===== config.mk =====
export PLATFORM = sky130hd
export DESIGN_NAME = i2s_clock
export DESIGN_NICKNAME = d
export VERILOG_FILES = /design/src/hw/audio_pkg.sv /design/src/hw/i2s_clock.sv
export VERILOG_INCLUDE_DIRS = /design/src /design/src/hw
export SDC_FILE = /design/constraint.sdc
export NUM_CORES = 1
export LEC_CHECK = 0
export BUFFER_PORTS_ARGS = -buffer_cell sky130_fd_sc_hd__buf_4
export CAP_MARGIN = 20
export CORE_MARGIN = 8
export CORE_UTILIZATION = 30
export CTS_CLUSTER_SIZE = 12
export DETAILED_ROUTE_END_ITERATION = 10
export PLACE_DENSITY = 0.46
export SYNTH_ARGS = -nofsm -noshare
export SYNTH_HDL_FRONTEND = slang
export SYNTH_SLANG_ARGS = --single-unit

===== constraint.sdc =====
create_clock -name ck -period 2.5 [get_ports ck]
set_clock_uncertainty 0.2 [all_clocks]
set_input_delay 0 -clock ck [delete_from_list [all_inputs] [get_ports ck]]
set_output_delay 0 -clock ck [all_outputs]
set_load 0.03 [all_outputs]

===== src/hw/audio_params.svh =====
`ifndef AUDIO_PARAMS_SVH
`define AUDIO_PARAMS_SVH

// Audio RAM geometry
`define AUDIO_CHANNELS 8
`define AUDIO_FRAMES 256

// I2S timing, 32 MHz / 15 gives roughly a 2.13 MHz bit clock
`define I2S_DIVIDER 15
`define I2S_SAMPLE_DELAY 5
`define I2S_SLOTS 64

// Host bus regions, matched against adr[31:24]
`define ADDR_STATUS 8'h62
`define ADDR_INPUT 8'h64

`endif


===== src/hw/audio_pkg.sv =====
`include "audio_params.svh"

package audio_pkg;

    // One audio sample
    typedef logic [15:0] sample_t;

    // Channel and frame indices
    typedef logic [$clog2(`AUDIO_CHANNELS)-1:0] chan_t;
    typedef logic [$clog2(`AUDIO_FRAMES)-1:0] frame_t;

    // Channel in the upper bits, frame in the lower bits
    typedef logic [$clog2(`AUDIO_CHANNELS * `AUDIO_FRAMES)-1:0] audio_addr_t;

    // Bit slot within an I2S frame
    typedef logic [$clog2(`I2S_SLOTS)-1:0] slot_t;

    // Host bus data word
    typedef logic [31:0] bus_word_t;

endpackage


===== src/hw/i2s_clock.sv =====
`timescale 1ns/1ps
`include "audio_params.svh"

module i2s_clock (
    input  logic               ck,
    input  logic               rst_n,
    output logic               bit_en,
    output logic               sck,
    output logic               ws,
    output audio_pkg::slot_t   slot,
    output logic               frame_start
);

    import audio_pkg::*;

    localparam int DIV_W = $clog2(`I2S_DIVIDER);
    // sck high for the first half of each slot
    localparam int SCK_HIGH = `I2S_DIVIDER / 2;

    logic [DIV_W-1:0] div;
    logic [DIV_W-1:0] div_next;
    logic             div_wrap;

    assign div_wrap = (div == DIV_W'(`I2S_DIVIDER - 1));
    assign div_next = div_wrap ? '0 : div + 1'b1;

    always_ff @(posedge ck) begin
        if (!rst_n) begin
            div         <= '0;
            slot        <= '0;
            bit_en      <= 1'b0;
            sck         <= 1'b0;
            frame_start <= 1'b0;
        end else begin
            div    <= div_next;
            bit_en <= div_wrap;
            sck    <= (div_next < DIV_W'(SCK_HIGH));
            // Slot and bit_en change together, at the start of the new slot
            if (div_wrap) begin
                slot <= slot + 1'b1;
            end
            frame_start <= div_wrap && (slot == slot_t'(`I2S_SLOTS - 1));
        end
    end

    // Word select follows the upper half of the frame
    assign ws = slot[$bits(slot_t)-1];

endmodule


==> results of run 1 <==
-- through the flow --
step / hold slack (ps) / instances / worst slack, ps / instance area (um^2)
finish: 305 / 97 / 912 / 673
global route: 331 / 97 / 779 / 673
CTS: 307 / 97 / 893 / 673
detailed placement: 90.3 / 92 / 907 / 637
global placement: 91.3 / 92 / 943 / 637
floorplan: -62.7 / 59 / 926 / 539
-- registers in the layout, indices dropped and copies added (netlist names) --
signal,flops
sck,1
div,4
bit_en,1
frame_start,1
slot,6
-- final cells by class --
class	instances	area (um^2)	share of cell area, %
Clock buffer	4	26.3	3.90
Sequential cell	13	260	38.7
Tap cell	25	31.3	4.65
Inverter	2	7.51	1.12
Timing Repair Buffer	12	92.6	13.8
Multi-Input combinational cell	41	255	37.9
-- cell usage after synthesis --
cell type | n | area (um^2)
a21oi_1 | 7 | 35.0
nor2_1 | 3 | 11.3
nand4b_1 | 1 | 8.76
and4_1 | 1 | 8.76
or3_1 | 2 | 12.5
nand4b_4 | 1 | 23.8
ha_1 | 1 | 12.5
inv_1 | 2 | 7.51
nor3b_1 | 1 | 7.51
mux2i_1 | 1 | 10.0
clkbuf_1 | 1 | 3.75
nand3b_1 | 2 | 15.0
dfxtp_1 | 13 | 260
buf_2 | 1 | 5.00
o21ai_0 | 3 | 15.0
xnor2_1 | 1 | 8.76
or4_1 | 1 | 7.51
nand2b_1 | 2 | 12.5
buf_4 | 1 | 7.51
nand2_1 | 9 | 33.8
nor3_1 | 2 | 10.0
o31ai_1 | 1 | 7.51
nand3_1 | 1 | 5.00
and4b_1 | 1 | 10.0
-- logic make-up (layout without fill, tap and decap cells) --
group                    count (synthesis)  count (layout)  share of synthesized area (%)
flip-flops                              13              13                           48.3
multiplexers                             1               1                           1.86
AND/OR/NAND/NOR                         27              27                           30.9
XOR/XNOR                                 1               1                           1.62
AO/OA/AOI/OAI                           11              11                           10.7
buffers and inverters                    5              18                           4.41
adder cells (fa/ha/maj)                  1               1                           2.32
-- worst max-delay path, cell delays in order, from the launching register on --
cell	delay, ps
dfxtp_1	480
nand4b_4	190
or4_1	520
a21oi_1	140
-- repair_timing --
action	CTS	global route
hold buffers	1	0
hold endpoints to repair	11	0
setup buffers	0	0
-- worst paths after layout --
path,from,endpoint,slack (ps),cells after the start
worst max-delay path,div[1]$_SDFF_PN0_,slot[5]$_SDFFE_PN0P_,910,3
worst min register to register,slot[1]$_SDFFE_PN0P_,slot[1]$_SDFFE_PN0P_,300,2
worst max register to register,div[1]$_SDFF_PN0_,slot[5]$_SDFFE_PN0P_,910,3
worst min-delay path,slot[1]$_SDFFE_PN0P_,slot[1]$_SDFFE_PN0P_,300,2
-- where the power goes --
part / leakage (nW) / internal, W / switching, W
combinational: 0.165 / 0.00000831 / 0.00000835
sequential: 0.106 / 0.000211 / 0.00000667
clock: 0.0150 / 0.0000617 / 0.0000661
-- routing by layer --
layer  vias up  GRT usage, %
li1        234             -
met1       188          8.14
met2        10          9.61
met3         2          4.78
met4         0          2.10
met5         -             0
==> flow_summary.ini, run 1 <==
[outcome]
status = complete, no violations

[final_layout]
mostFrequentLayoutCell = dfxtp_1
fin_nets = 76
drive_above_1_share_pct = 20.8
fin_util_pct = 39.4
diodes = 0
nFillCells = 187
synthToLayoutAreaGrowth_pct = 24.8
final_cell_mix = dfxtp_1 (13), buf_4 (11), nand2_1 (9)

[power_and_ir_drop]
vdd_drop_max_mv = 0.245
power.total_w = 0.000362
leakage_nw = 0.286
p_per_area_nw_per_um2 = 538

[synth]
mappedNetlistArea_um2 = 539
avgSynthCellArea_um2 = 9.14
ys_types = 24
syn_inst = 59
yosysSeqAreaShare_pct = 48.3
synth_seq_cells = 13
yosysWarnings = 0
syn_nets = 62

[sta]
hold_violations = 0
setup_tns_ps = 0
maxSlewViolCount = 0
slew_headroom_pct = 77.7
rsz0062_at_grt = no
worst_pin_slew_ps = 333
finalSetupViolCount = 0
fin_crit_ps = 1590
period_share_pct = 63.5
fmax_ghz = 0.630

[critical_path]
worstSetupPathType = reg -> reg
cp-end-kind = flip-flop
worstPathArrival_ps = 1600
worstPathRequired_ps = 2510
cp-start-kind = flip-flop
path_max_fanout = 9

[clocking]
cts-root-buf = clkbuf_4
htree_levels = 1
cts_max_path_buffers = 2
clkSinkCount = 13
cts_tree = built
clk_latency_ps = 270
cts_buffers = 3
clk_pin_slew_ps = 80
post_cts_resized = 0

[global_routing]
grt_max_degree = 12
grt_pass1_wl_um = 1800
grt_pass1_vias = 402
overflow = 0
grtUsageTotal_pct = 6.88
grt_antenna_before_repair = 0

[floorplan]
num_rows = 15
core_um2 = 1710
ioPinCount = 12
start_util_pct = 31.6
die_w_um = 58.4
dieArea_um2 = 3410
die_h_um = 58.4

[placed_design]
place.gp.congestion = 0.750
port_buffers = 11
dp.final_hpwl_um = 749

[route]
drtIter0Drc = 12
viasPerCell = 4.47
wl_met3_um = 88
ant_nets = 0
dr_wl_met2_um = 435
routedWlPerCell_um = 10.8
drt-pass1-iter-count = 3
drc = 0
drt-met1-wl_um = 508
finalWirelength_um = 1040
highest_layer = met4
num_vias = 434

[job]
cap_violations = 0

[hold_path]
hp-class = reg -> reg
No activity file was read; power rests on OpenSTA's default activity.
==> inputs of run 2 (changes only) <==
--- a/config.mk
+++ b/config.mk
@@ -12,7 +12,7 @@
 export CORE_UTILIZATION = 30
 export CTS_CLUSTER_SIZE = 12
 export DETAILED_ROUTE_END_ITERATION = 10
-export PLACE_DENSITY = 0.46
+export PLACE_DENSITY = 0.48
 export SYNTH_ARGS = -nofsm -noshare
 export SYNTH_HDL_FRONTEND = slang
 export SYNTH_SLANG_ARGS = --single-unit
==> constraint.sdc (replaced) <==
create_clock -name ck -period 1.3 [get_ports ck]
set_clock_uncertainty 0.2 [all_clocks]
set_input_delay 0 -clock ck [delete_from_list [all_inputs] [get_ports ck]]
set_output_delay 0 -clock ck [all_outputs]
set_load 0.03 [all_outputs]
==> flow_summary.ini, run 2 (synthesized netlist as in run 1, its figures left out) <==
[final_layout]
reg_top3 = slot: 6 flops, div: 4 flops
mostFrequentLayoutCell = buf_4
largest_register = slot
largest_reg_flops = 6
diodes = 0
fin_nets = 88
synthToLayoutAreaGrowth_pct = 48.5
drive_above_1_share_pct = 46.4
final_cell_mix = buf_4 (23), nand2_1 (9), a21oi_1 (7)
design_area_um2 = 801
nFillCells = 178

[floorplan]
die_w_um = 58.4
start_util_pct = 31.6
core_um2 = 1710
dieArea_um2 = 3410
num_rows = 15
die_h_um = 58.4
ioPinCount = 12

[route]
num_vias = 480
drt-pass1-iter-count = 2
highest_layer = met4
drt-met1-wl_um = 502
finalWirelength_um = 1130
routedWlPerCell_um = 10.4
wl_met3_um = 83
ant_nets = 0
drtIter0Drc = 2
viasPerCell = 4.40
drc = 0
dr_wl_met2_um = 528

[clocking]
cts-root-buf = clkbuf_4
cts_buffers = 3
cts_max_path_buffers = 2
clkSinkCount = 13
clk_pin_slew_ps = 80
htree_levels = 1
clk_latency_ps = 270
cts_tree = built

[global_routing]
grtUsageTotal_pct = 6.89
grt_pass1_vias = 424
grt_pass1_wl_um = 1780
overflow = 0
grt_max_degree = 12
grt_antenna_before_repair = 0

[sta]
worst_pin_slew_ps = 382
fmax_ghz = 0.755
slew_headroom_pct = 74.5
period_share_pct = 102
maxSlewViolCount = 0
hold_violations = 0
fin_crit_ps = 1330
post-route-worst-setup-slack_ps = -25.2
finalSetupViolCount = 2
rsz0062_at_grt = yes
setup_tns_ps = -28.8

[critical_path]
worstPathArrival_ps = 1330
cp-start-kind = flip-flop
worstSetupPathType = reg -> reg
path_max_fanout = 7
worstPathRequired_ps = 1300
cp-end-kind = flip-flop

[power_and_ir_drop]
vdd_drop_max_mv = 0.359
leakage_nw = 0.353
p_per_area_nw_per_um2 = 868

[job]
cap_violations = 0

[placed_design]
place.gp.congestion = 0.672
dp.final_hpwl_um = 887
port_buffers = 11
placed_area_um2 = 759

[outcome]
status = finished, violations left
violations = negative setup slack

[hold_path]
hp-class = reg -> reg
## run 2: changes by cell type in the layout (fill, tap and decap cells not counted), sizes merged
cell  previous run  this run
buf             11        23
## run 2: what timing repair did
action / in CTS / in global routing
setup buffers: 0 / 0
pin swaps: 1 / 3
setup endpoints to repair: 3 / 6
hold buffers: 1 / 0
endpoints found under the hold margin: 11 / 0
resized for setup: 1 / 2
## run 2: routing by layer
metal | vias to the layer above | global-route usage (%)
li1 | 254 | -
met1 | 217 | 7.27
met2 | 7 | 10.7
met3 | 2 | 2.83
met4 | 0 | 5.24
met5 | - | 0
## run 2: cell type report
type                            instances  area, um^2  area share, %
Multi-Input combinational cell         41         267           33.3
Clock buffer                            4        26.3           3.28
Inverter                                2        7.51          0.938
Sequential cell                        13         287           35.8
Tap cell                               25        31.3           3.91
Timing Repair Buffer                   24         183           22.8
## run 2: power by group
group | leakage [nW] | total (W) | internal [W] | switching [W]
logic | 0.227 | 0.0000490 | 0.0000237 | 0.0000252
clock network | 0.0150 | 0.000245 | 0.000119 | 0.000126
registers | 0.112 | 0.000401 | 0.000396 | 0.00000569
## run 2: worst paths after layout
path | start | endpoint | slack (ps) | cells after the start
max | div[0]$_SDFF_PN0_ | slot[5]$_SDFFE_PN0P_ | -30 | 3
min | slot[1]$_SDFFE_PN0P_ | slot[1]$_SDFFE_PN0P_ | 300 | 2
max reg2reg | div[0]$_SDFF_PN0_ | slot[5]$_SDFFE_PN0P_ | -30 | 3
min reg2reg | slot[1]$_SDFFE_PN0P_ | slot[1]$_SDFFE_PN0P_ | 300 | 2
## run 2: through the flow
stage	total power [W]	hold WS [ps]	util, %	setup WS, ps	instances
final	0.000695	302	46.9	-25.2	109
after global routing	0.000737	314	46.9	-76.6	109
after CTS	0.000708	304	46.7	-39.6	109
after detailed placement	0.000459	96.9	44.5	-21.9	104
after global placement	0.000459	81.7	44.5	-7.80	104
after floorplan	0.000443	-63.4	-	-31.9	59
## run 2: critical path: stages (launching register included)
cell	delay (ps)
dfxtp_2	320
nand4b_4	200
or4_1	410
a21oi_1	120
