File: config.mk
export PLATFORM = sky130hd
export DESIGN_NAME = i2s_rx
export DESIGN_NICKNAME = d
export VERILOG_FILES = /design/src/hw/audio_pkg.sv /design/src/hw/i2s_rx.sv
export VERILOG_INCLUDE_DIRS = /design/src /design/src/hw
export SDC_FILE = /design/constraint.sdc
export NUM_CORES = 1
export LEC_CHECK = 0
export BUFFER_PORTS_ARGS = -buffer_cell sky130_fd_sc_hd__buf_2
export CAP_MARGIN = 20
export CORE_MARGIN = 8
export CORE_UTILIZATION = 54
export CTS_BUF_LIST = sky130_fd_sc_hd__clkbuf_8
export CTS_CLUSTER_SIZE = 28
export DETAILED_ROUTE_END_ITERATION = 8
export PLACE_DENSITY = 0.81
export SYNTH_ARGS = -nofsm -noshare
export SYNTH_HDL_FRONTEND = slang
export SYNTH_SLANG_ARGS = --single-unit
File: constraint.sdc
create_clock -name ck -period 2.15 [get_ports ck]
set_input_delay 0.5375 -clock ck [delete_from_list [all_inputs] [get_ports ck]]
set_output_delay 0.5375 -clock ck [all_outputs]
set_load 0.02 [all_outputs]
File: src/hw/audio_params.svh
`ifndef AUDIO_PARAMS_SVH
`define AUDIO_PARAMS_SVH

// Audio RAM geometry
`define AUDIO_CHANNELS 8
`define AUDIO_FRAMES 256

// I2S timing, 32 MHz / 15 gives roughly a 2.13 MHz bit clock
`define I2S_DIVIDER 15
`define I2S_SAMPLE_DELAY 5
`define I2S_SLOTS 64

// Host bus regions, matched against adr[31:24]
`define ADDR_STATUS 8'h62
`define ADDR_INPUT 8'h64

`endif

File: src/hw/audio_pkg.sv
`include "audio_params.svh"

package audio_pkg;

    // One audio sample
    typedef logic [15:0] sample_t;

    // Channel and frame indices
    typedef logic [$clog2(`AUDIO_CHANNELS)-1:0] chan_t;
    typedef logic [$clog2(`AUDIO_FRAMES)-1:0] frame_t;

    // Channel in the upper bits, frame in the lower bits
    typedef logic [$clog2(`AUDIO_CHANNELS * `AUDIO_FRAMES)-1:0] audio_addr_t;

    // Bit slot within an I2S frame
    typedef logic [$clog2(`I2S_SLOTS)-1:0] slot_t;

    // Host bus data word
    typedef logic [31:0] bus_word_t;

endpackage

File: src/hw/i2s_rx.sv
`timescale 1ns/1ps

module i2s_rx (
    input  logic                ck,
    input  logic                rst_n,
    input  logic                sample_en,
    input  audio_pkg::slot_t    slot,
    input  logic                sd,
    output audio_pkg::sample_t  left,
    output audio_pkg::sample_t  right
);

    import audio_pkg::*;

    localparam int POS_W = $bits(slot_t) - 1;
    localparam int WORD = $bits(sample_t);

    logic [POS_W-1:0] pos;
    logic             is_right;
    logic             in_word;
    logic             last_bit;
    sample_t          shift;
    sample_t          shift_next;

    // Position within the current half frame
    assign pos      = slot[POS_W-1:0];
    assign is_right = slot[POS_W];

    // Word occupies slots 1..16 of each half, MSB first
    assign in_word  = (pos >= POS_W'(1)) && (pos <= POS_W'(WORD));
    assign last_bit = (pos == POS_W'(WORD));

    assign shift_next = {shift[WORD-2:0], sd};

    always_ff @(posedge ck) begin
        if (sample_en && in_word) begin
            shift <= shift_next;
        end
    end

    always_ff @(posedge ck) begin
        if (!rst_n) begin
            left  <= '0;
            right <= '0;
        end else if (sample_en && last_bit) begin
            if (is_right) begin
                right <= shift_next;
            end else begin
                left <= shift_next;
            end
        end
    end

endmodule

==> results of run 1 <==
-- cells in the final DEF, fill, tap and decap left out --
cell type  netlist  final
buf_12           2      3
clkbuf_8         0      5
buf_2            0     41
clkinv_2         0      1
bufinv_16        0      1
and2_1           1      1
and4_1           1      1
nand2_1         48     48
dfxtp_1         32     32
mux2i_1         32     32
buf_4            0      1
xnor2_1          1      1
clkinv_4         0      1
and4b_1          1      1
nor4_2           1      1
edfxtp_1        15     15
-- cell type report --
type                            instances  area [µm²]
Clock inverter                          3       43.79
Clock buffer                            5       68.82
Tap cell                               44       55.05
Multi-Input combinational cell         85       546.8
Timing Repair Buffer                   45       272.8
Fill cell                             246       974.7
Sequential cell                        47        1091
-- sequential cells by signal, indices dropped and copies added, names as in the netlist --
name,flops
left,16
right,16
shift,15
-- logic make-up (layout without fill, tap and decap cells) --
group	count (synthesis)	in the layout	share of synthesized area
xor gates and xnor gates	1	1	0.005096
buffers and inverters	9	53	0.04731
DFF	47	47	0.6346
muxes	32	32	0.1863
and+or+nand+nor	52	52	0.1266
-- worst max-delay path: cells and delay by family --
| family | cells | cell delay, ns |
|---|---|---|
| xor gates and xnor gates | 1 | 0.18 |
| buffers and inverters | 2 | 0.32 |
| and+or+nand+nor | 2 | 0.54 |
-- through the flow --
stage               instance area (µm²)  instances    util  worst slack (ns)  hold WS, ns
floorplan                          1719        141       -            0.3300       0.4262
global placement                   1966        221  0.6439            0.3683       0.4352
detailed placement                 1966        221  0.6439            0.2604       0.4361
CTS                                2078        229  0.6807            0.5733       0.4252
global route                       2078        229  0.6807            0.4971       0.4243
finish                             2078        229  0.6807            0.5687       0.4372
-- path summary, 6_finish.rpt --
kind	from	endpoint	slack (ns)	cells after the start
max reg2reg	shift[3]	right[4]	1.43	2
min	sd	shift[0]	0.44	1
min reg2reg	shift[5]	shift[6]	0.45	0
max	slot[3]	shift[3]	0.57	5
-- power by group through the flow --
stage | sequential, mW | clock [mW] | combinational [mW]
finish | 0.940 | 0.637 | 0.0609
global route | 0.942 | 0.680 | 0.0673
CTS | 0.940 | 0.658 | 0.0619
detailed placement | 0.960 | 0 | 0.0611
global placement | 0.960 | 0 | 0.0581
floorplan | 0.961 | 0 | 0.0333
-- layer usage --
layer  vias to the layer above  part of all wire
met3                         8             0.067
met5                         -                 0
met1                       530              0.40
met2                        31              0.52
li1                        561                 -
met4                         0             0.019
==> results.yml, run 1 <==
power:
  ir_drop_mv: 0.4710
  power_frac_seq: 0.574
  p_switching_mw: 0.3380
  swShare: 0.2063
  leakagePower_nw: 0.8384
  power.internal_mw: 1.300
  power_density_mw_per_mm2: 788.1
  pwr-share-clk: 0.389
  power_mw: 1.638
  p_comb_frac: 0.037
die:
  die_area_mm2: 0.005245
  ios: 42
  die_width_um: 72.43
  fp.dieH_um: 72.43
  start_util: 0.5631
  rows: 20
  coreArea_mm2: 0.003053
clock_tree:
  cts.repair.resized: 0
  cts_tree: "yes"
  cts_setup_buffers: 0
  cts_buffer_depth: 2
  clock_sinks: 47
  cts.clk_slew.worst_paths_ns: 0.08
  hold_buffers: 0
  ctsRootBufferMaster: "clkbuf_8"
  clk_latency_ns: 0.30
  cts_max_level: 2
  cts_buffers: 5
route:
  ant_nets: 0
  detail_route.first_pass.iterations: 4
  drt_wl_total_um: 3338
  drt_iter0_drc: 41
  avgRoutedWirePerCell_um: 14.58
  drc: 0
  avgViaCountPerCell: 4.934
  num_vias: 1130
sta:
  final.setup.tns_ns: 0
  fmax_ghz: 0.6324
  setup_viol: 0
  clock_skew_ns: 0.006113
  max_slew_margin: 0.7197
  worst_pin_slew_ns: 0.4204
  hold_violations: 0
  rsz0062_at_grt: "false"
  fin_crit_sh: 0.7355
  maxSlewViolCount: 0
  period_minus_slack_ns: 1.581
critical_path:
  required_ns: 2.15
  worstPathMaxFanout: 15
  cpPeakStageDelay_ns: 0.39
  path_class: "primary input to flop"
  cp-start-kind: "primary input"
  end_kind: "flop"
  crit_arrival_ns: 1.58
  crit_path_top_delay_cell: "nor4_2"
  crit_chain: "buf_2, nor4_2, xnor2_1, and2_1, buf_4"
place:
  routabilityCongestion: 0.7465
  portBuffers: 41
  hpwlAfterDp_um: 2358
global_route:
  grt_max_degree: 27
  grt_pass1_wl_um: 5492
  grt_antenna_before_repair: 0
  met3_usage: 0.05234
  grt_overflow: 0
  grt_busiest_layer: "met2"
  met1_usage: 0.1398
  grt_pass1_vias: 1175
  grt_usage: 0.1365
  grt.met2_usage: 0.2377
logic_synthesis:
  seq_area_frac_synth: 0.6346
  async_flop_share: 0
  ys.flop_type: "dfxtp_1"
  synthTopCellsByArea: "dfxtp_1 (37%), edfxtp_1 (26%), mux2i_1 (19%)"
  syn_area_mm2: 0.001719
  synth_edf_count: 15
  synth_most_common_cell: "nand2_1"
  ys_seq_elements: 47
  synth_common_cells: "nand2_1 (48), dfxtp_1 (32), mux2i_1 (32)"
  synth.net_count: 151
  syn-mean-instance-area_um2: 12.19
  syn_inst: 141
  yosysTopAreaCellShare: 0.3726
  synth.distinct_cells: 12
  synth_top_cell_by_area: "dfxtp_1"
  ys_warn_count: 0
finish:
  num_antenna_cells: 0
  final_layout_size_suffix_gt1_frac: 0.2919
  area_delta_synth_final_pct: 20.89
  fin_nets: 194
status:
  status: "completed"
flow_run:
  drv_cap: 0
worst_hold_path:
  hp-class: "primary input to flop"
No activity file was read; power rests on OpenSTA's default activity.
==> run 2, diff against run 1 <==
ABC_AREA = 1   (was default)
CORE_UTILIZATION = 55   (was 54)
clock period = 1.6 ns   (was 2.15 ns; I/O delays follow)
==> run 2 against run 1 <==
Effect of this change: wire length increased by 4.2%; sequential power increased by 34%; combinational power increased by 110%; first-iteration DRC count increased to 2.9 times the previous value; die area increased by 5.8%; hold slack got worse by 0.14 ns; flip-flop and latch count unchanged; via count increased by 29%; clock power increased by 6.8%; synthesized cell count increased by 52%; critical path type is now flop to primary output.
==> results.yml, run 2 <==
sta:
  fin_crit_sh: 0.7556
  setup_viol: 0
  worst_pin_slew_ns: 0.4936
  max_slew_margin: 0.6710
  maxSlewViolCount: 0
  final.setup.tns_ns: 0
  period_minus_slack_ns: 1.209
  rsz0062_at_grt: "false"
  fmax_ghz: 0.8271
  clock_skew_ns: 0.006661
  hold_violations: 0
clock_tree:
  cts_buffer_depth: 2
  clock_sinks: 47
  hold_buffers: 0
  cts.clk_slew.worst_paths_ns: 0.08
  cts_setup_buffers: 0
  cts.repair.resized: 0
  cts_tree: "yes"
  cts_buffers: 5
  ctsRootBufferMaster: "clkbuf_8"
  clk_latency_ns: 0.30
  cts_max_level: 2
die:
  ios: 42
  rows: 21
  die_area_mm2: 0.005552
  die_width_um: 74.51
  coreArea_mm2: 0.003311
  fp.dieH_um: 74.51
  start_util: 0.5688
logic_synthesis:
  synth_common_cells: "nor2_1 (64), nand2_1 (34), dfxtp_1 (32), nand3_1 (32), inv_1 (16)"
  seq_area_frac_synth: 0.5794
  synth.net_count: 224
  synth_most_common_cell: "nor2_1"
  syn-mean-instance-area_um2: 8.799
  ys_warn_count: 0
  yosysTopAreaCellShare: 0.3402
  synth.distinct_cells: 17
  async_flop_share: 0
  syn_area_mm2: 0.001883
  ys.flop_type: "dfxtp_1"
  ys_seq_elements: 47
  syn_inst: 214
  synth_top_cell_by_area: "dfxtp_1"
  synthTopCellsByArea: "dfxtp_1 (34%), edfxtp_1 (24%), nor2_1 (13%)"
  synth_edf_count: 15
critical_path:
  required_ns: 1.20
  end_kind: "primary output"
  crit_family: "flip-flops"
  crit_path_top_delay_cell: "dfxtp_1"
  crit_buf_inv: 1
  path_class: "flop to primary output"
  crit_arrival_ns: 0.81
  cpPeakStageDelay_ns: 0.34
  crit_chain: "buf_2"
  cp-start-kind: "flop"
  worstPathMaxFanout: 2
status:
  status: "completed"
finish:
  final_layout_size_suffix_gt1_frac: 0.2314
  final_cell_mix: "nor2_1 (64), buf_2 (41), nand2_1 (34)"
  area_delta_synth_final_pct: 16.08
  n_fill_cell: 305
  layout_commonest_cell: "nor2_1"
  fin_nets: 264
  largestRegisters: "left: 16 flops, right: 16 flops, shift: 15 flops"
  num_antenna_cells: 0
global_route:
  grt_pass1_vias: 1380
  grt_antenna_before_repair: 0
  grt_pass1_wl_um: 5996
  grt_usage: 0.1405
  grt_max_degree: 33
  grt_overflow: 0
route:
  drt_iter0_drc: 118
  num_vias: 1462
  avgRoutedWirePerCell_um: 11.55
  avgViaCountPerCell: 4.857
  drt_wl_total_um: 3477
  ant_nets: 0
  detail_route.first_pass.iterations: 4
  drc: 0
place:
  routabilityCongestion: 0.7644
  hpwlAfterDp_um: 2377
  portBuffers: 41
power:
  power_density_mw_per_mm2: 948.8
  leakagePower_nw: 1.026
  ir_drop_mv: 0.6168
  power_mw: 2.074
worst_hold_path:
  hp-class: "primary input to flop"
flow_run:
  drv_cap: 0
## run 2: cell count changes after synthesis, moves of 3 or more
cell / previous run / this run
buf_1: 0 / 4
nor2_1: 0 / 64
nor2_4: 0 / 3
nand3_1: 0 / 32
inv_1: 0 / 16
nand2_1: 48 / 34
clkbuf_1: 5 / 0
mux2i_1: 32 / 0
## run 2: final cells by class
class	count	area, µm²	area share
Inverter	18	67.56	0.03091
Clock inverter	3	15.01	0.006869
Clock buffer	5	68.82	0.03148
Sequential cell	47	1091	0.4991
Timing Repair Buffer	44	252.7	0.1156
Tap cell	46	57.56	0.02633
Multi-Input combinational cell	138	633.1	0.2896
## run 2: where the power goes
part / switching [mW] / internal, mW / total [mW]
sequential: 0.0109 / 1.25 / 1.26
combinational: 0.0869 / 0.0421 / 0.129
clock: 0.383 / 0.297 / 0.680
## run 2: layer usage
layer / vias to the layer above / track usage / part of all wire
met5: - / 0 / 0
met4: 0 / 0.05217 / 0.0049
met3: 4 / 0.05391 / 0.064
met2: 42 / 0.2439 / 0.51
met1: 672 / 0.1503 / 0.43
li1: 744 / - / -
## run 2: through the flow
| step | util | cell area (µm²) | setup slack (ns) | hold slack (ns) | std cells |
|---|---|---|---|---|---|
| 6_report | 0.6602 | 2186 | 0.3910 | 0.3000 | 301 |
| 5_1_grt | 0.6602 | 2186 | 0.3337 | 0.2791 | 301 |
| 4_1_cts | 0.6602 | 2186 | 0.3789 | 0.2887 | 301 |
| 3_5_place_dp | 0.6349 | 2102 | 0.2102 | 0.4347 | 293 |
| 3_3_place_gp | 0.6349 | 2102 | 0.2328 | 0.4353 | 293 |
| 2_1_floorplan | - | 1883 | 0.1876 | 0.4264 | 214 |
## run 2: path summary, 6_finish.rpt
| check | to | cells past startpoint | slack [ns] | startpoint |
|---|---|---|---|---|
| setup / recovery | left[8] | 1 | 0.39 | left[8] |
| hold / removal | shift[0] | 1 | 0.30 | sd |
| setup reg to reg | right[6] | 4 | 0.81 | shift[5] |
| hold reg to reg | shift[9] | 0 | 0.46 | shift[8] |
## run 2: cells by family after synthesis
kind of cell	synth area share
AND/OR/NAND/NOR	0.3362
buffers and inverters	0.08438
flip-flops	0.5794
