`config.mk`:
```
export PLATFORM = sky130hd
export DESIGN_NAME = audio_capture
export DESIGN_NICKNAME = d
export VERILOG_FILES = /design/src/hw/audio_pkg.sv /design/src/hw/audio_capture.sv
export VERILOG_INCLUDE_DIRS = /design/src /design/src/hw
export SDC_FILE = /design/constraint.sdc
export NUM_CORES = 1
export LEC_CHECK = 0
export BUFFER_PORTS_ARGS = -buffer_cell sky130_fd_sc_hd__buf_4
export CELL_PAD_IN_SITES_DETAIL_PLACEMENT = 0
export CELL_PAD_IN_SITES_GLOBAL_PLACEMENT = 1
export CORE_UTILIZATION = 23
export DETAILED_ROUTE_END_ITERATION = 8
export MAX_ROUTING_LAYER = met4
export PLACE_DENSITY_LB_ADDON = 0.3
export SLEW_MARGIN = 20
export SYNTH_ARGS = -nofsm -noshare
export SYNTH_HDL_FRONTEND = slang
export SYNTH_SLANG_ARGS = --single-unit
```
`constraint.sdc`:
```
create_clock -name ck -period 1.9 [get_ports ck]
set_input_delay 0.095 -clock ck [delete_from_list [all_inputs] [get_ports ck]]
set_output_delay 0.095 -clock ck [all_outputs]
set_load 0.01 [all_outputs]
```
`src/hw/audio_params.svh`:
```
`ifndef AUDIO_PARAMS_SVH
`define AUDIO_PARAMS_SVH

// Audio RAM geometry
`define AUDIO_CHANNELS 8
`define AUDIO_FRAMES 256

// I2S timing, 32 MHz / 15 gives roughly a 2.13 MHz bit clock
`define I2S_DIVIDER 15
`define I2S_SAMPLE_DELAY 5
`define I2S_SLOTS 64

// Host bus regions, matched against adr[31:24]
`define ADDR_STATUS 8'h62
`define ADDR_INPUT 8'h64

`endif

```
`src/hw/audio_pkg.sv`:
```
`include "audio_params.svh"

package audio_pkg;

    // One audio sample
    typedef logic [15:0] sample_t;

    // Channel and frame indices
    typedef logic [$clog2(`AUDIO_CHANNELS)-1:0] chan_t;
    typedef logic [$clog2(`AUDIO_FRAMES)-1:0] frame_t;

    // Channel in the upper bits, frame in the lower bits
    typedef logic [$clog2(`AUDIO_CHANNELS * `AUDIO_FRAMES)-1:0] audio_addr_t;

    // Bit slot within an I2S frame
    typedef logic [$clog2(`I2S_SLOTS)-1:0] slot_t;

    // Host bus data word
    typedef logic [31:0] bus_word_t;

endpackage

```
`src/hw/audio_capture.sv`:
```
`timescale 1ns/1ps
`include "audio_params.svh"

module audio_capture (
    input  logic                  ck,
    input  logic                  rst_n,
    input  logic                  frame_start,
    input  audio_pkg::sample_t    mic [`AUDIO_CHANNELS],
    input  logic                  allow_audio_writes,
    input  logic                  host_we,
    input  audio_pkg::audio_addr_t host_waddr,
    input  audio_pkg::sample_t    host_wdata,
    output audio_pkg::frame_t     frame,
    output logic                  ram_we,
    output audio_pkg::audio_addr_t ram_waddr,
    output audio_pkg::sample_t    ram_wdata
);

    import audio_pkg::*;

    chan_t       chan;
    logic        writing;
    audio_addr_t cap_addr;
    sample_t     cap_data;

    // Frame counter and the eight-write burst after each frame_start
    always_ff @(posedge ck) begin
        if (!rst_n) begin
            frame   <= '0;
            chan    <= '0;
            writing <= 1'b0;
        end else if (allow_audio_writes) begin
            // Host owns the RAM, counter frozen
            writing <= 1'b0;
        end else if (frame_start) begin
            frame   <= frame - 1'b1;
            chan    <= '0;
            writing <= 1'b1;
        end else if (writing) begin
            chan <= chan + 1'b1;
            if (chan == chan_t'(`AUDIO_CHANNELS - 1)) begin
                writing <= 1'b0;
            end
        end
    end

    assign cap_addr = {chan, frame};
    assign cap_data = mic[chan];

    // Write port belongs to the host while the mode bit is set
    always_comb begin
        if (allow_audio_writes) begin
            ram_we    = host_we;
            ram_waddr = host_waddr;
            ram_wdata = host_wdata;
        end else begin
            ram_we    = writing;
            ram_waddr = cap_addr;
            ram_wdata = cap_data;
        end
    end

endmodule

```
==> impl_metrics.ini, run 1 <==
[die]
ios = 196
start_util_pct = 23.88
core-area_um2 = 7292
die_h_um = 89.02
die_area_um2 = 7925
rows = 31
die_w_um = 89.02

[critical_path]
reg2reg_to = frame[5]
reg2reg_from = frame[0]
worstSetupPathType = reg2out
cp.arrival_ns = 1.77
rrSetupSlack_ns = 0.44
critPathLaunchType = register
endpoint_kind = output port
worstPathMaxFanout = 12
reg2reg_depth = 3
cpPeakStageDelay_ns = 0.50
crit_buf_inv = 2
cp_data_required_time_ns = 1.80
path_cells = buf_12, mux4_2, a221o_1, buf_6
path_delay_family = multiplexers
critPathSlowestCell = mux4_2

[drt]
via_per_inst = 4.831
vias = 2285
drc = 0
dr.pass1.iters = 4
drtIter0Drc = 65
wl_um = 7562
wire_per_inst_um = 15.99
ant_nets = 0

[global_routing]
grt_pass1_vias = 2104
antenna_found_initial = 0
grtUsageTotal_pct = 17.55
grt_max_degree = 32
grt_pass1_wl_um = 10260
grt_overflow_total = 0

[synth]
postSynthAreaPerCell_um2 = 10.01
netlist_instances = 174
synth.top_cell.area_share_pct = 20.69
synthArstFlopShare_pct = 0
syn_area_um2 = 1742
ys_warn_count = 0
synth_seq_area_share_pct = 13.79
yosysMostFrequentCell = mux2i_1
yosys-top-cells-area = mux4_2, mux2i_1, dfxtp_1, a221o_1, mux2_2
synth_nets = 337
synth_common_cells = mux2i_1, mux4_2, a221o_1, o22ai_1, dfxtp_1
ys_ff_latch = 12
yosysUniqueCellTypes = 38
synth_top_area_cell = mux4_2
synth_edf_count = 0
synth_top_flop_cell = dfxtp_1

[sta]
max_freq_mhz = 536.8
slew-limit-headroom_pct = 77.34
fin_ws_ns = 0.03699
fin_crit_ns = 1.863
report.final.slew_viol_count = 0
period_share_pct = 98.05
fin_skew_ns = 0.006126
rsz0062_at_grt = true
final-hold-violation-count = 0
worstMarginPinSlew_ns = 0.3399
setup_viol_count_final = 0

[layout]
antenna-diode-count = 0
drive_gt1_share_pct = 66.31
fin_nets = 538
nFillCells = 730
design_area_um2 = 3491
fin_util_pct = 47.87
regArea_um2 = 244.0
area_delta_synth_final_pct = 100.4
multi_input_area_um2 = 1403

[flow_run]
max_cap_viol_count = 0

[place]
port_buffers = 195
hpwl_um = 6146
pre_cts_ws_ns = 0.2047
routabilityCongestion = 0.8219
post_dp_cell_area_um2 = 3347

[clock_network]
h-tree-depth = 1
numCtsBuffers = 3
cts-root-buf = clkbuf_8
clockBufferDepth = 2
clock_sinks = 12
clk_latency_ns = 0.24
path_clk_slew_ns = 0.06
cts_tree = yes

[power]
p_leak_nw = 1.566
cellPowerDensity_nw_per_um2 = 338.1
ir_worst_vdd_uv = 163.2
power_mw = 1.180

[status]
outcome = finished, final reports clean

[hold_path]
hold_start = rst_n
hold_class = in2reg
whs_path_depth = 3
hold_end = frame[7]
worst max path at each step:
stage / from / end / slack, ns / depth (start not counted)
after global placement: chan[0] / ram_wdata[5] / 0.21 / 6
after floorplan: chan[0] / ram_wdata[10] / 0.30 / 6
final: chan[0] / ram_wdata[10] / 0.04 / 4
after CTS: chan[0] / ram_wdata[10] / 0.03 / 4
after detailed placement: chan[0] / ram_wdata[2] / 0.20 / 6
after global routing: chan[0] / ram_wdata[1] / -0.02 / 4
cell type report:
cell class              instances  share of cell area (%)
flip-flops and latches         12                   6.989
clock buffers                   4                   1.577
well taps                      99                   3.548
inverters                       4                  0.4301
repair buffers                212                   47.28
multi-input cells             142                   40.18
per-layer routing:
metal,vias up,global-route usage [%],wire (um)
met5,-,-,0
met4,0,2.597,54
met3,4,2.401,470
met2,90,29.23,3860
met1,1074,23.19,3177
li1,1117,-,-
kinds of logic (layout without fill, tap and decap cells):
group / Yosys count / count (layout) / share of synthesized area (%)
buffers and inverters: 20 / 220 / 5.818
adder cells (fa/ha/maj): 3 / 3 / 2.155
flip-flops: 12 / 12 / 13.79
XOR/XNOR: 1 / 1 / 0.5030
AND/OR/NAND/NOR: 32 / 32 / 11.78
multiplexers: 60 / 60 / 46.77
AO/OA/AOI/OAI: 46 / 46 / 19.18
placed cells by master (no fill, tap or decap), types with 2 or more instances in the layout:
master / n
clkbuf_8: 4
buf_12: 2
inv_1: 3
o22ai_1: 15
or3_1: 4
mux2i_1: 33
nor2_1: 6
mux4_2: 16
buf_6: 9
ha_1: 3
a221o_1: 15
dfxtp_1: 11
o21ai_0: 4
nand2b_1: 2
mux2_2: 11
nand3b_1: 2
buf_4: 201
nor4bb_1: 2
nand2_1: 5
a21oi_1: 8
repair_timing:
| action | in CTS | in global routing |
|---|---|---|
| setup endpoints to repair | 14 | 10 |
| pin swaps | 0 | 1 |
| setup buffers | 4 | 3 |
| resized for setup | 2 | 8 |
| hold buffers | 0 | 0 |
where the power goes:
group / internal (mW) / switching [mW] / leakage (nW)
combinational: 0.413 / 0.199 / 1.44
sequential: 0.267 / 0.0211 / 0.0988
clock: 0.183 / 0.0969 / 0.0288
flip-flops by register name (all words and copies together) (netlist names):
name / flops
chan: 3
frame: 8
writing: 1
worst min-delay path, stage by stage:
cell and delay [ns]:
buf_4 0.13, nand2_1 0.06, mux2i_1 0.05
stage by stage:
| step | setup TNS [ns] | std cells | hold WS [ns] |
|---|---|---|---|
| finish | 0 | 473 | 0.1478 |
| global route | -0.04945 | 473 | 0.1773 |
| floorplan | 0 | 174 | 0.2426 |
| detailed placement | 0 | 462 | 0.3963 |
| CTS | 0 | 470 | 0.1426 |
| global placement | 0 | 462 | 0.3898 |
(Power assumes the default switching activity.)
==> inputs of run 2 (changes only) <==
Settings changed: BUFFER_PORTS_ARGS -buffer_cell sky130_fd_sc_hd__buf_4 to -buffer_cell sky130_fd_sc_hd__buf_2, CORE_ASPECT_RATIO from default to 0.5.
==> run 2 against run 1 <==
Compared with the run above: die area increased by 0.26%; count of clock-buffer cells in the layout unchanged; sequential share of layout area increased by 1.1 points; clock power increased by 54%; critical path type unchanged; register-to-register slack got worse by 0.02 ns; worst setup slack improved by 0.0023 ns; the run now ends with DRC left; global-route usage decreased by 0.36 points; non-clock buffer count increased by 3.
==> impl_metrics.ini, run 2 (synthesis gave the netlist of run 1 again) <==
[critical_path]
path_delay_family = multiplexers
endpoint_kind = output port
path_cells = buf_12, mux4_2, a221o_1, buf_2
cpPeakStageDelay_ns = 0.53
critPathSlowestCell = mux4_2
worstSetupPathType = reg2out
crit_buf_inv = 2
worstPathMaxFanout = 12
critPathLaunchType = register
cp.arrival_ns = 1.77
cp_data_required_time_ns = 1.80

[die]
ios = 196
core-area_um2 = 6989
rows = 21
die_area_um2 = 7945
die_h_um = 63.53
die_w_um = 125.1
start_util_pct = 24.92

[global_routing]
grt_overflow_total = 0
grt_max_degree = 23
grtUsageTotal_pct = 17.19
top_usage_layer = met2
gr-usage-met2_pct = 30.03
antenna_found_initial = 0
grt_pass1_wl_um = 10650
grt_pass1_vias = 2227
grt_use_met1_pct = 21.30
met3_usage_pct = 2.804

[drt]
wire_per_inst_um = 15.06
wl_um = 7065
drc = 18
via_per_inst = 4.962
vias = 2327
dr.pass1.iters = 6
ant_nets = 0
drtIter0Drc = 132

[clock_network]
clockBufferDepth = 2
path_clk_slew_ns = 0.05
cts_tree = yes
h-tree-depth = 1
hold_buffers = 0
clk_latency_ns = 0.24
cts-root-buf = clkbuf_16
clock_sinks = 12
numCtsBuffers = 3

[power]
power_frac_comb_pct = 39.9
seqPwrFrac_pct = 24.1
p_leak_nw = 1.427
swShare_pct = 27.25
ir_worst_vdd_uv = 294.6
power_frac_clock_pct = 36.0
cellPowerDensity_nw_per_um2 = 394.0
p_sw_mw = 0.3260
p_int_mw = 0.8705

[layout]
instances_no_fill = 469
design_area_um2 = 3037
antenna-diode-count = 0
reg_top3 = frame (8), chan (3), writing (1)
mostFrequentLayoutCells = buf_2, mux2i_1, mux4_2, buf_4
largest_register_ffs = 8
drive_gt1_share_pct = 66.58
mostFrequentLayoutCell = buf_2
fin_nets = 541
max_flop_register = frame
area_delta_synth_final_pct = 74.35

[hold_path]
hold_class = in2reg

[sta]
setup_viol_count_final = 0
period_share_pct = 97.93
slew-limit-headroom_pct = 76.71
final-hold-violation-count = 0
report.final.slew_viol_count = 0
fin_crit_ns = 1.861
max_freq_mhz = 537.4
fin_skew_ns = 0.002581
rsz0062_at_grt = true
worstMarginPinSlew_ns = 0.3486

[place]
post_dp_cell_area_um2 = 2863
dp_cells = 457
hpwl_um = 5871
port_buffers = 195
routabilityCongestion = 0.8459

[status]
violations = DRC
outcome = complete, but fails checks

[flow_run]
max_cap_viol_count = 0
==> run 2: cell count changes in the layout (fill, tap and decap cells not counted), moves of 3 or more <==
cell	change
clkbuf_8	-3
buf_6	-8
buf_2	+195
buf_4	-185
clkbuf_16	+4
==> run 2: stage by stage <==
| step | setup slack (ns) | TNS [ns] | hold WS (ns) | utilization (%) | power [mW] |
|---|---|---|---|---|---|
| finish | 0.03932 | 0 | 0.1516 | 43.45 | 1.196 |
| global placement | 0.2767 | 0 | 0.3916 | 40.96 | 0.7584 |
| CTS | 0.01399 | 0 | 0.1508 | 42.53 | 1.206 |
| global route | -0.01391 | -0.03417 | 0.1550 | 43.45 | 1.267 |
| floorplan | 0.3014 | 0 | 0.2426 | - | 0.5140 |
| detailed placement | 0.2170 | 0 | 0.4030 | 40.96 | 0.7693 |
==> run 2: cell type report <==
class,instances,area [um^2]
multi-input cells,142,1400
fillers,720,3953
repair buffers,215,1172
flip-flops and latches,12,245.2
well taps,92,115.1
clock buffers,4,88.84
inverters,4,15.01
==> run 2: final timing paths <==
kind,start,to,slack [ns],cells after the start
worst min-delay path,rst_n,frame[7],0.15,3
worst min register to register,frame[7],frame[7],0.49,2
worst max-delay path,chan[0],ram_wdata[5],0.04,4
worst max register to register,frame[0],frame[7],0.42,3
==> run 2: tightest hold or removal path, delay by kind of cell <==
| family | cells | cell delay, ns |
|---|---|---|
| AND/OR/NAND/NOR | 1 | 0.06 |
| buffers and inverters | 1 | 0.13 |
| multiplexers | 1 | 0.05 |
==> run 2: what timing repair did <==
item | CTS | global route
endpoints found under the hold margin | 0 | 0
buffers inserted | 2 | 5
endpoints found under the setup margin | 4 | 8
pin swaps | 0 | 4
resized for setup | 2 | 1
cloned | 0 | 1
==> run 2: routing by layer <==
metal	vias up	routed length (um)
met5	-	0
met3	4	452
met1	1112	2936
li1	1133	-
met4	0	28
met2	78	3648
==> run 2: power by group through the flow <==
stage                     sequential [mW]  combinational (mW)  clock (mW)
final                               0.288               0.478       0.431
after global routing                0.293               0.520       0.454
after CTS                           0.288               0.479       0.439
after detailed placement            0.294               0.476           0
after floorplan                     0.296               0.218           0
after global placement              0.292               0.466           0
