$ cat src/hw/audio_params.svh
`ifndef AUDIO_PARAMS_SVH
`define AUDIO_PARAMS_SVH

// Audio RAM geometry
`define AUDIO_CHANNELS 8
`define AUDIO_FRAMES 256

// I2S timing, 32 MHz / 15 gives roughly a 2.13 MHz bit clock
`define I2S_DIVIDER 15
`define I2S_SAMPLE_DELAY 5
`define I2S_SLOTS 64

// Host bus regions, matched against adr[31:24]
`define ADDR_STATUS 8'h62
`define ADDR_INPUT 8'h64

`endif

$ cat src/hw/audio_pkg.sv
`include "audio_params.svh"

package audio_pkg;

    // One audio sample
    typedef logic [15:0] sample_t;

    // Channel and frame indices
    typedef logic [$clog2(`AUDIO_CHANNELS)-1:0] chan_t;
    typedef logic [$clog2(`AUDIO_FRAMES)-1:0] frame_t;

    // Channel in the upper bits, frame in the lower bits
    typedef logic [$clog2(`AUDIO_CHANNELS * `AUDIO_FRAMES)-1:0] audio_addr_t;

    // Bit slot within an I2S frame
    typedef logic [$clog2(`I2S_SLOTS)-1:0] slot_t;

    // Host bus data word
    typedef logic [31:0] bus_word_t;

endpackage

$ cat src/hw/host_regs.sv
`timescale 1ns/1ps
`include "audio_params.svh"

module host_regs (
    input  logic                   ck,
    input  logic                   rst_n,
    input  logic                   cyc,
    input  logic                   we,
    input  audio_pkg::bus_word_t   adr,
    input  audio_pkg::bus_word_t   dat,
    output logic                   ack,
    output audio_pkg::bus_word_t   rdt,
    input  audio_pkg::frame_t      frame,
    output logic                   allow_audio_writes,
    output logic                   host_we,
    output audio_pkg::audio_addr_t host_waddr,
    output audio_pkg::sample_t     host_wdata,
    output audio_pkg::audio_addr_t ram_raddr,
    input  audio_pkg::sample_t     ram_rdata
);

    import audio_pkg::*;

    localparam int NREGIONS = 2;
    localparam int R_STATUS = 0;
    localparam int R_INPUT = 1;
    localparam logic [7:0] REGION [NREGIONS] = '{`ADDR_STATUS, `ADDR_INPUT};

    logic                cyc_d;
    logic                start;
    logic [NREGIONS-1:0] hit;
    logic [NREGIONS-1:0] region_ack;
    logic [21:0]         offset;
    audio_addr_t         word_addr;
    bus_word_t           status_word;

    // First cycle of a bus cycle
    assign start = cyc && !cyc_d;

    always_ff @(posedge ck) begin
        if (!rst_n) begin
            cyc_d <= 1'b0;
        end else begin
            cyc_d <= cyc;
        end
    end

    // One registered one-shot ack per region
    for (genvar r = 0; r < NREGIONS; r++) begin : g_region
        assign hit[r] = (adr[31:24] == REGION[r]);

        always_ff @(posedge ck) begin
            if (!rst_n) begin
                region_ack[r] <= 1'b0;
            end else begin
                region_ack[r] <= start && hit[r];
            end
        end
    end

    assign ack = |region_ack;

    // Word offset within a region
    assign offset    = adr[23:2];
    assign word_addr = adr[$bits(audio_addr_t)+1:2];

    // Control register, bit 0 only
    always_ff @(posedge ck) begin
        if (!rst_n) begin
            allow_audio_writes <= 1'b0;
        end else if (start && hit[R_STATUS] && we && (offset == '0)) begin
            allow_audio_writes <= dat[0];
        end
    end

    always_comb begin
        case (offset)
            22'd0:   status_word = {31'h0, allow_audio_writes};
            22'd1:   status_word = {{($bits(bus_word_t) - $bits(frame_t)){1'b0}}, frame};
            default: status_word = '0;
        endcase
    end

    // Audio RAM access, writes are gated by the mode in audio_capture
    assign host_we    = start && hit[R_INPUT] && we;
    assign host_waddr = word_addr;
    assign host_wdata = dat[$bits(sample_t)-1:0];
    assign ram_raddr  = word_addr;

    // Fields are still held during ack, so we selects the read data
    always_comb begin
        rdt = '0;
        if (!we) begin
            if (region_ack[R_STATUS]) begin
                rdt = status_word;
            end else if (region_ack[R_INPUT]) begin
                rdt = {{($bits(bus_word_t) - $bits(sample_t)){1'b0}}, ram_rdata};
            end
        end
    end

endmodule

$ cat config.mk
export PLATFORM = sky130hd
export DESIGN_NAME = host_regs
export DESIGN_NICKNAME = d
export VERILOG_FILES = /design/src/hw/audio_pkg.sv /design/src/hw/host_regs.sv
export VERILOG_INCLUDE_DIRS = /design/src /design/src/hw
export SDC_FILE = /design/constraint.sdc
export NUM_CORES = 1
export LEC_CHECK = 0
export BUFFER_PORTS_ARGS = -buffer_cell sky130_fd_sc_hd__buf_2
export CORE_AREA = 2 2 64 66
export DETAILED_ROUTE_END_ITERATION = 8
export DIE_AREA = 0 0 66 68
export GPL_ROUTABILITY_DRIVEN = 0
export PLACE_DENSITY_LB_ADDON = 0.05
export SLEW_MARGIN = 30
export SYNTH_ARGS = -nofsm -noshare
export SYNTH_HDL_FRONTEND = slang
export SYNTH_SLANG_ARGS = --single-unit
$ cat constraint.sdc
create_clock -name ck -period 2.48 [get_ports ck]
set_input_delay 0.248 -clock ck [delete_from_list [all_inputs] [get_ports ck]]
set_output_delay 0.248 -clock ck [all_outputs]
set_load 0.01 [all_outputs]
==> results of run 1 <==
sequential cells by signal, indices dropped and copies added, names as in the netlist:
name	flops
region_ack	2
cyc_d	1
allow_audio_writes	1
synth_stat cells:
library cell | n | share of area
buf_4 | 54 | 0.49
and2_1 | 9 | 0.067
a22o_1 | 7 | 0.073
dfxtp_1 | 4 | 0.096
nand2_1 | 4 | 0.018
nor2_1 | 4 | 0.018
nor4_2 | 3 | 0.045
inv_1 | 2 | 0.0090
mux2i_1 | 2 | 0.024
nand4b_1 | 2 | 0.021
nor4_1 | 2 | 0.015
a21oi_1 | 1 | 0.0060
clkbuf_1 | 1 | 0.0045
conb_1 | 1 | 0.0045
nand2b_1 | 1 | 0.0075
nand3b_1 | 1 | 0.0090
nand4_2 | 1 | 0.015
nor3_1 | 1 | 0.0060
nor3b_1 | 1 | 0.0090
nor4_4 | 1 | 0.025
nor4b_1 | 1 | 0.010
nor4bb_1 | 1 | 0.012
or2_2 | 1 | 0.0075
or4b_1 | 1 | 0.012
final cells by class:
cell class,count,share of cell area
clock buffers,3,0.0377
inverters,2,0.00686
flip-flops and latches,4,0.0731
repair buffers,101,0.464
multi-input cells,60,0.361
well taps,50,0.0571
per-layer routing:
layer / wire length (um) / up-vias
met3: 231 / 6
met1: 805 / 346
met4: 14 / 0
met5: 0 / -
li1: - / 416
met2: 1240 / 51
path summary, 6_finish.rpt:
check | startpoint | end | slack (ns)
worst max-delay path | adr[12] | rdt[0] | 0.53
worst min-delay path | cyc | cyc_d | 0.25
worst min register to register | allow_audio_writes | allow_audio_writes | 0.47
worst max register to register | cyc_d | allow_audio_writes | 1.01
cell families after synthesis:
group / Yosys count / share of synthesized area
AOI/OAI and AO/OA: 8 / 0.0793
buffers and inverters: 57 / 0.499
DFF: 4 / 0.0958
muxes: 2 / 0.0240
other: 1 / 0.00449
and+or+nand+nor: 34 / 0.298
power breakdown:
part	switching (mW)	internal, mW	leakage [nW]	total [mW]
logic	0.0506	0.0502	0.600	0.101
registers	0.000306	0.0658	0.0325	0.0661
clock network	0.0307	0.103	0.0216	0.134
total	0.0815	0.219	0.655	0.301
worst reg2reg max path: stages (launching register included):
cell and delay, ns:
dfxtp_1 0.29, nor4b_1 0.38, nand4b_1 0.19, nor4_1 0.33
mux2i_1 0.21
==> impl_metrics.py, run 1 <==
metrics = {
    "floorplan": {
        "die_area_um2": 4490,
        "core_um2": 3860,
        "rows": 23,
        "dieWidth_um": 66,
        "initial_utilization": 0.217,
        "io_pins": 165,
        "die_h_um": 68,
    },
    "sta": {
        "fmax_mhz": 512,
        "finalWorstSetupSlack_ns": 0.528,
        "hold_violations": 0,
        "drv_slew": 0,
        "finalSetupTns_ns": 0,
        "min_period_ns": 1.95,
        "skew_ns": 0.00165,
        "rsz0062_at_grt": "false",
        "setup_viol": 0,
        "fin_crit_sh": 0.787,
        "holdWs_ns": 0.254,
    },
    "grt": {
        "grt_max_degree": 16,
        "top_usage_layer": "met2",
        "use_met3": 0.0247,
        "grt_pass1_vias": 698,
        "grt_pass1_wl_mm": 2.97,
        "globalRouteMet1Util": 0.0941,
        "grt_use_total": 0.0854,
        "gr-total-overflow": 0,
        "antenna_found_initial": 0,
        "grt_use_met2": 0.154,
    },
    "power": {
        "leakagePower_nw": 0.655,
        "totalPowerFinal_uw": 301,
        "power_density_nw_per_um2": 275,
        "peakVddDrop_mv": 0.223,
    },
    "clocking": {
        "hold_buffers": 0,
        "clockBufferDepth": 2,
        "insertion_delay_ns": 0.21,
        "post_cts_resized": 0,
        "cts_tree": "done",
        "path_clk_slew_ns": 0.03,
        "cts_buffers": 3,
        "clkSinkCount": 4,
        "cts_root_buf": "clkbuf_8",
        "htreeDepth": 1,
        "post_cts_buffers": 0,
    },
    "cells_and_area": {
        "multi_input_comb_area_um2": 395,
        "final_cell_mix": "buf_2, conb_1, and2_1, a22o_1",
        "syn_to_final_growth_pct": 31.0,
        "drive_gt1_frac": 0.647,
        "fin_util": 0.284,
        "seqCellArea_um2": 80.1,
        "antennaDiodeCount": 0,
        "layout.nets": 264,
        "final_common_cell": "buf_2",
        "final_cells": 220,
        "design_area_um2": 1090,
        "fill_cells": 463,
    },
    "worst_setup_path": {
        "worstRegToRegCells": 4,
        "crit_buf_inv": 2,
        "crit_fanout": 3,
        "slowest_stage": "or4b_1",
        "cpMostUsedCell": "buf_2",
        "worst-path-stages": 6,
        "critPathTopFamily": "simple AND/OR/NAND/NOR gates",
        "critPathRequiredTime_ns": 2.23,
        "cp-start-kind": "input port",
        "cpPeakStageDelay_ns": 0.50,
        "crit_arrival_ns": 1.70,
        "critPathCaptureType": "output pin",
        "critPathKind": "in2out",
        "crit_path_cell_trace": "buf_2 > nor4_2 > nand4_2 > or4b_1 > a21oi_1 > buf_2",
    },
    "min_path": {
        "hp-class": "in2reg",
        "min_path_cells": 2,
    },
    "drt": {
        "drt_pass1_iterations": 3,
        "vias": 819,
        "antenna_left": 0,
        "first_iter_violations": 12,
        "via_per_inst": 3.72,
        "wire_per_inst_um": 10.4,
        "wl_mm": 2.29,
        "drc": 0,
    },
    "placed_design": {
        "pre_cts_ws_ns": 0.492,
        "dp_cells": 217,
        "dpl-instance-area_um2": 1050,
        "io_buffers": 100,
        "place_hpwl_mm": 2.10,
    },
    "yosys": {
        "netlist_area_um2": 836,
        "ys_seq_area_frac": 0.0958,
        "yosys_warnings": 0,
        "syn_area_per_cell_um2": 7.88,
        "syn_inst": 106,
        "synth_cell_type_count": 24,
        "ys_ff_latch": 4,
    },
    "outcome": {
        "status": "completed",
    },
    "run": {
        "maxCapViolations": 0,
    },
}
No activity file was read; power rests on OpenSTA's default activity.
==> run 2, diff against run 1 <==
--- a/config.mk
+++ b/config.mk
@@ -7,9 +7,9 @@
 export NUM_CORES = 1
 export LEC_CHECK = 0
 export BUFFER_PORTS_ARGS = -buffer_cell sky130_fd_sc_hd__buf_2
-export CORE_AREA = 2 2 64 66
+export CORE_MARGIN = 2
+export CORE_UTILIZATION = 23
 export DETAILED_ROUTE_END_ITERATION = 8
-export DIE_AREA = 0 0 66 68
 export GPL_ROUTABILITY_DRIVEN = 0
 export PLACE_DENSITY_LB_ADDON = 0.05
 export SLEW_MARGIN = 30
==> constraint.sdc (replaced) <==
create_clock -name ck -period 1.62 [get_ports ck]
set_input_delay 0.162 -clock ck [delete_from_list [all_inputs] [get_ports ck]]
set_output_delay 0.162 -clock ck [all_outputs]
set_load 0.01 [all_outputs]
==> run 2 against run 1 <==
  * The flow now finishes with violations (setup timing)
  * Die area shrank 7.9%
  * Total power grew 37%
  * Critical path depth grew 2
  * Non-clock buffer count grew 9
  * Setup slack lost 0.59 ns
  * Count of clock-buffer cells in the layout is the same
  * Critical path type unchanged
==> impl_metrics.py, run 2 (synthesis results as in run 1) <==
metrics = {
    "outcome": {
        "status": "complete, but fails checks",
        "violations": "setup timing",
    },
    "drt": {
        "drt_pass1_iterations": 4,
        "first_iter_violations": 8,
        "wl_mm": 2.40,
        "wire_per_inst_um": 10.7,
        "antenna_left": 0,
        "drc": 0,
        "vias": 910,
        "via_per_inst": 4.04,
    },
    "grt": {
        "gr-total-overflow": 0,
        "grt_use_total": 0.105,
        "grt_max_degree": 16,
        "grt_pass1_vias": 781,
        "grt_pass1_wl_mm": 3.46,
        "antenna_found_initial": 0,
    },
    "min_path": {
        "hp-class": "in2reg",
    },
    "worst_setup_path": {
        "critPathRequiredTime_ns": 1.46,
        "critPathCaptureType": "output pin",
        "cp-start-kind": "input port",
        "crit_fanout": 7,
        "crit_arrival_ns": 1.52,
        "critPathKind": "in2out",
    },
    "cells_and_area": {
        "fin_util": 0.358,
        "biggestRegsByFlops": "region_ack x2, allow_audio_writes x1, cyc_d x1",
        "fill_cells": 380,
        "drive_gt1_frac": 0.687,
        "layout.nets": 273,
        "final_cell_mix": "buf_2, conb_1, and2_1, buf_4, a22o_1",
        "design_area_um2": 1220,
        "syn_to_final_growth_pct": 46.4,
        "final_common_cell": "buf_2",
        "antennaDiodeCount": 0,
        "regMostFlops": "region_ack",
        "final_cells": 225,
        "largest_reg_flops": 2,
    },
    "clocking": {
        "path_clk_slew_ns": 0.04,
        "hold_buffers": 0,
        "cts_buffers": 3,
        "cts_root_buf": "clkbuf_4",
        "clockBufferDepth": 2,
        "post_cts_buffers": 0,
        "cts_tree": "done",
        "htreeDepth": 1,
        "clkSinkCount": 4,
        "insertion_delay_ns": 0.24,
    },
    "placed_design": {
        "place_hpwl_mm": 2.11,
        "io_buffers": 100,
        "dpl-instance-area_um2": 1120,
        "dp_cells": 222,
    },
    "sta": {
        "rsz0062_at_grt": "true",
        "hold_violations": 0,
        "skew_ns": 0.00396,
        "min_period_ns": 1.68,
        "fmax_mhz": 594,
        "finalSetupTns_ns": -0.362,
        "fin_crit_sh": 1.04,
        "drv_slew": 0,
        "setup_viol": 8,
        "finalWorstSetupSlack_ns": -0.0630,
    },
    "power": {
        "leakagePower_nw": 0.713,
        "totalPowerFinal_uw": 412,
        "power_density_nw_per_um2": 337,
        "peakVddDrop_mv": 0.256,
    },
    "floorplan": {
        "die_area_um2": 4130,
        "core_um2": 3420,
        "io_pins": 165,
        "dieWidth_um": 64.3,
        "rows": 21,
        "initial_utilization": 0.245,
        "die_h_um": 64.3,
    },
    "run": {
        "maxCapViolations": 0,
    },
}
[run 2: area by class of cell]
type                            count  area, um2  area share
Timing Repair Buffer              110        614       0.502
Multi-Input combinational cell     60        442       0.361
Sequential cell                     4       80.1      0.0654
Tap cell                           46       57.6      0.0470
Clock buffer                        3       22.5      0.0184
Inverter                            2       7.51     0.00613
[run 2: per-layer routing]
metal	wire length, um	vias to the layer above	global-route usage
met5	0	-	0
met4	34	0	0.0479
met3	256	7	0.0264
met2	1360	64	0.203
met1	754	404	0.102
li1	-	435	-
[run 2: worst paths after layout]
| path | to | depth (start not counted) | slack (ns) | from |
|---|---|---|---|---|
| max reg2reg | allow_audio_writes | 4 | 0.20 | cyc_d |
| min reg2reg | allow_audio_writes | 2 | 0.47 | allow_audio_writes |
| min | cyc_d | 2 | 0.14 | cyc |
| max | rdt[5] | 8 | -0.06 | adr[9] |
[run 2: per-stage QoR]
| stage | hold WS (ns) | setup slack, ns |
|---|---|---|
| after floorplan | 0.284 | 0.131 |
| after global placement | 0.324 | -0.103 |
| after detailed placement | 0.324 | -0.128 |
| after CTS | 0.133 | -0.0735 |
| after global routing | 0.131 | -0.171 |
| final | 0.137 | -0.0630 |
[run 2: where the power goes]
| part | switching [mW] | internal [mW] | leakage [nW] | total (mW) |
|---|---|---|---|---|
| Combinational | 0.0873 | 0.0973 | 0.667 | 0.185 |
| Clock | 0.0432 | 0.0830 | 0.0138 | 0.126 |
| Sequential | 0.000779 | 0.100 | 0.0325 | 0.101 |
[run 2: worst max-delay path, stage by stage]
cell	delay (ns)
buf_8	0.10
nor4_4	0.27
nand4_2	0.18
buf_6	0.16
nor4_4	0.20
buf_4	0.19
a22o_1	0.13
buf_2	0.13
[run 2: timing repair]
action / 4_1_cts / 5_1_grt
resized for setup: 13 / 5
setup endpoints to repair: 8 / 10
pin swaps: 4 / 3
==> run 3, diff against run 2 <==
--- a/config.mk
+++ b/config.mk
@@ -16,3 +16,4 @@
 export SYNTH_ARGS = -nofsm -noshare
 export SYNTH_HDL_FRONTEND = slang
 export SYNTH_SLANG_ARGS = --single-unit
+export TNS_END_PERCENT = 30
==> run 3 against run 2 <==
  * The flow still finishes with violations (setup timing)
  * Clock power barely moved
  * Cell area did not move
  * Critical path depth did not move
  * First-iteration DRC count did not move
  * Die area did not move
  * Core utilization did not move
  * Routed wire length barely moved
  * Critical path type unchanged
  * Critical endpoint unchanged
  * Largest power group unchanged
  * Highest routed layer unchanged
==> impl_metrics.py, run 3 (synthesis results as in run 1) <==
metrics = {
    "worst_setup_path": {
        "startpoint": "adr[9]",
        "crit_fanout": 7,
        "critPathRequiredTime_ns": 1.46,
        "rr_startpoint": "cyc_d",
        "critPathKind": "in2out",
        "critPathCaptureType": "output pin",
        "worstRegToRegCells": 4,
        "rr_endpoint": "allow_audio_writes",
        "crit_end": "rdt[5]",
        "reg2reg_setup_slack_ns": 0.20,
        "cp-start-kind": "input port",
        "crit_arrival_ns": 1.52,
    },
    "power": {
        "power_density_nw_per_um2": 337,
        "totalPowerFinal_uw": 412,
        "peakVddDrop_mv": 0.256,
        "leakagePower_nw": 0.713,
    },
    "cells_and_area": {
        "syn_to_final_growth_pct": 46.4,
        "largest_reg_flops": 2,
        "regMostFlops": "region_ack",
        "biggestRegsByFlops": "region_ack x2, allow_audio_writes x1, cyc_d x1",
        "fill_cells": 380,
        "final_cells": 225,
        "drive_gt1_frac": 0.687,
        "layout.nets": 273,
        "final_common_cell": "buf_2",
        "final_cell_mix": "buf_2, conb_1, and2_1, buf_4, a22o_1",
        "antennaDiodeCount": 0,
    },
    "grt": {
        "grt_pass1_vias": 781,
        "gr-total-overflow": 0,
        "grt_pass1_wl_mm": 3.46,
        "grt_use_total": 0.105,
        "grt_max_degree": 16,
        "antenna_found_initial": 0,
    },
    "min_path": {
        "hp-class": "in2reg",
    },
    "sta": {
        "rsz0062_at_grt": "true",
        "fin_crit_sh": 1.04,
        "skew_ns": 0.00396,
        "hold_violations": 0,
        "fmax_mhz": 594,
        "setup_viol": 8,
        "finalWorstSetupSlack_ns": -0.0632,
        "drv_slew": 0,
        "min_period_ns": 1.68,
    },
    "floorplan": {
        "dieWidth_um": 64.3,
        "die_h_um": 64.3,
        "io_pins": 165,
        "initial_utilization": 0.245,
        "rows": 21,
        "die_area_um2": 4130,
        "core_um2": 3420,
    },
    "placed_design": {
        "dp_cells": 222,
        "io_buffers": 100,
        "place_hpwl_mm": 2.11,
    },
    "clocking": {
        "cts_tree": "done",
        "clkSinkCount": 4,
        "cts_root_buf": "clkbuf_4",
        "insertion_delay_ns": 0.24,
        "clockBufferDepth": 2,
        "htreeDepth": 1,
        "path_clk_slew_ns": 0.04,
        "hold_buffers": 0,
        "cts_buffers": 3,
    },
    "drt": {
        "drc": 0,
        "first_iter_violations": 8,
        "wl_mm": 2.40,
        "wire_per_inst_um": 10.7,
        "vias": 910,
        "drt_pass1_iterations": 4,
        "via_per_inst": 4.04,
        "antenna_left": 0,
    },
    "outcome": {
        "status": "complete, but fails checks",
        "violations": "setup timing",
    },
    "run": {
        "maxCapViolations": 0,
    },
}
[run 3: cell counts in the layout (fill, tap and decap cells not counted)]
Identical to the previous run, type by type.
[run 3: worst min path at each step]
| stage | from | to | slack [ns] | cells after the start |
|---|---|---|---|---|
| floorplan | cyc | cyc_d | 0.28 | 1 |
| global placement | dat[11] | host_wdata[11] | 0.32 | 0 |
| detailed placement | dat[11] | host_wdata[11] | 0.32 | 0 |
| CTS | cyc | cyc_d | 0.13 | 2 |
| global route | cyc | cyc_d | 0.13 | 2 |
| finish | cyc | cyc_d | 0.14 | 2 |
[run 3: where the power goes]
part | internal, mW | switching [mW]
clock network | 0.0830 | 0.0432
logic | 0.0973 | 0.0873
registers | 0.100 | 0.000779
total | 0.281 | 0.131
[run 3: critical path, stage by stage]
cell	delay, ns
buf_8	0.10
nor4_4	0.27
nand4_2	0.18
buf_6	0.16
nor4_4	0.20
buf_4	0.19
a22o_1	0.13
buf_2	0.13
[run 3: area by class of cell]
| cell class | count | area [um2] | area share |
|---|---|---|---|
| Clock buffer | 3 | 22.5 | 0.0184 |
| Inverter | 2 | 7.51 | 0.00613 |
| Sequential cell | 4 | 80.1 | 0.0654 |
| Multi-Input combinational cell | 60 | 442 | 0.361 |
| Timing Repair Buffer | 110 | 614 | 0.502 |
| Tap cell | 46 | 57.6 | 0.0470 |
[run 3: layer usage]
layer | global-route usage | part of all wire | vias up
met5 | 0 | 0 | -
met4 | 0.0479 | 0.014 | 0
met3 | 0.0264 | 0.11 | 7
met2 | 0.203 | 0.57 | 64
met1 | 0.102 | 0.31 | 404
li1 | - | - | 435
[run 3: timing repair]
action | in CTS | in global routing
setup buffers | 0 | 0
setup endpoints to repair | 8 | 10
cloned | 0 | 0
resized for setup | 13 | 5
pin swaps | 3 | 3
[run 3: per-stage QoR]
stage | hold WS, ns | setup WS, ns | util | instance area (um2) | TNS, ns
floorplan | 0.284 | 0.131 | - | 892 | 0
global placement | 0.324 | -0.103 | 0.327 | 1120 | -0.781
detailed placement | 0.324 | -0.128 | 0.327 | 1120 | -0.891
CTS | 0.133 | -0.0736 | 0.351 | 1200 | -0.478
global route | 0.131 | -0.171 | 0.358 | 1220 | -1.24
finish | 0.137 | -0.0632 | 0.358 | 1220 | -0.367
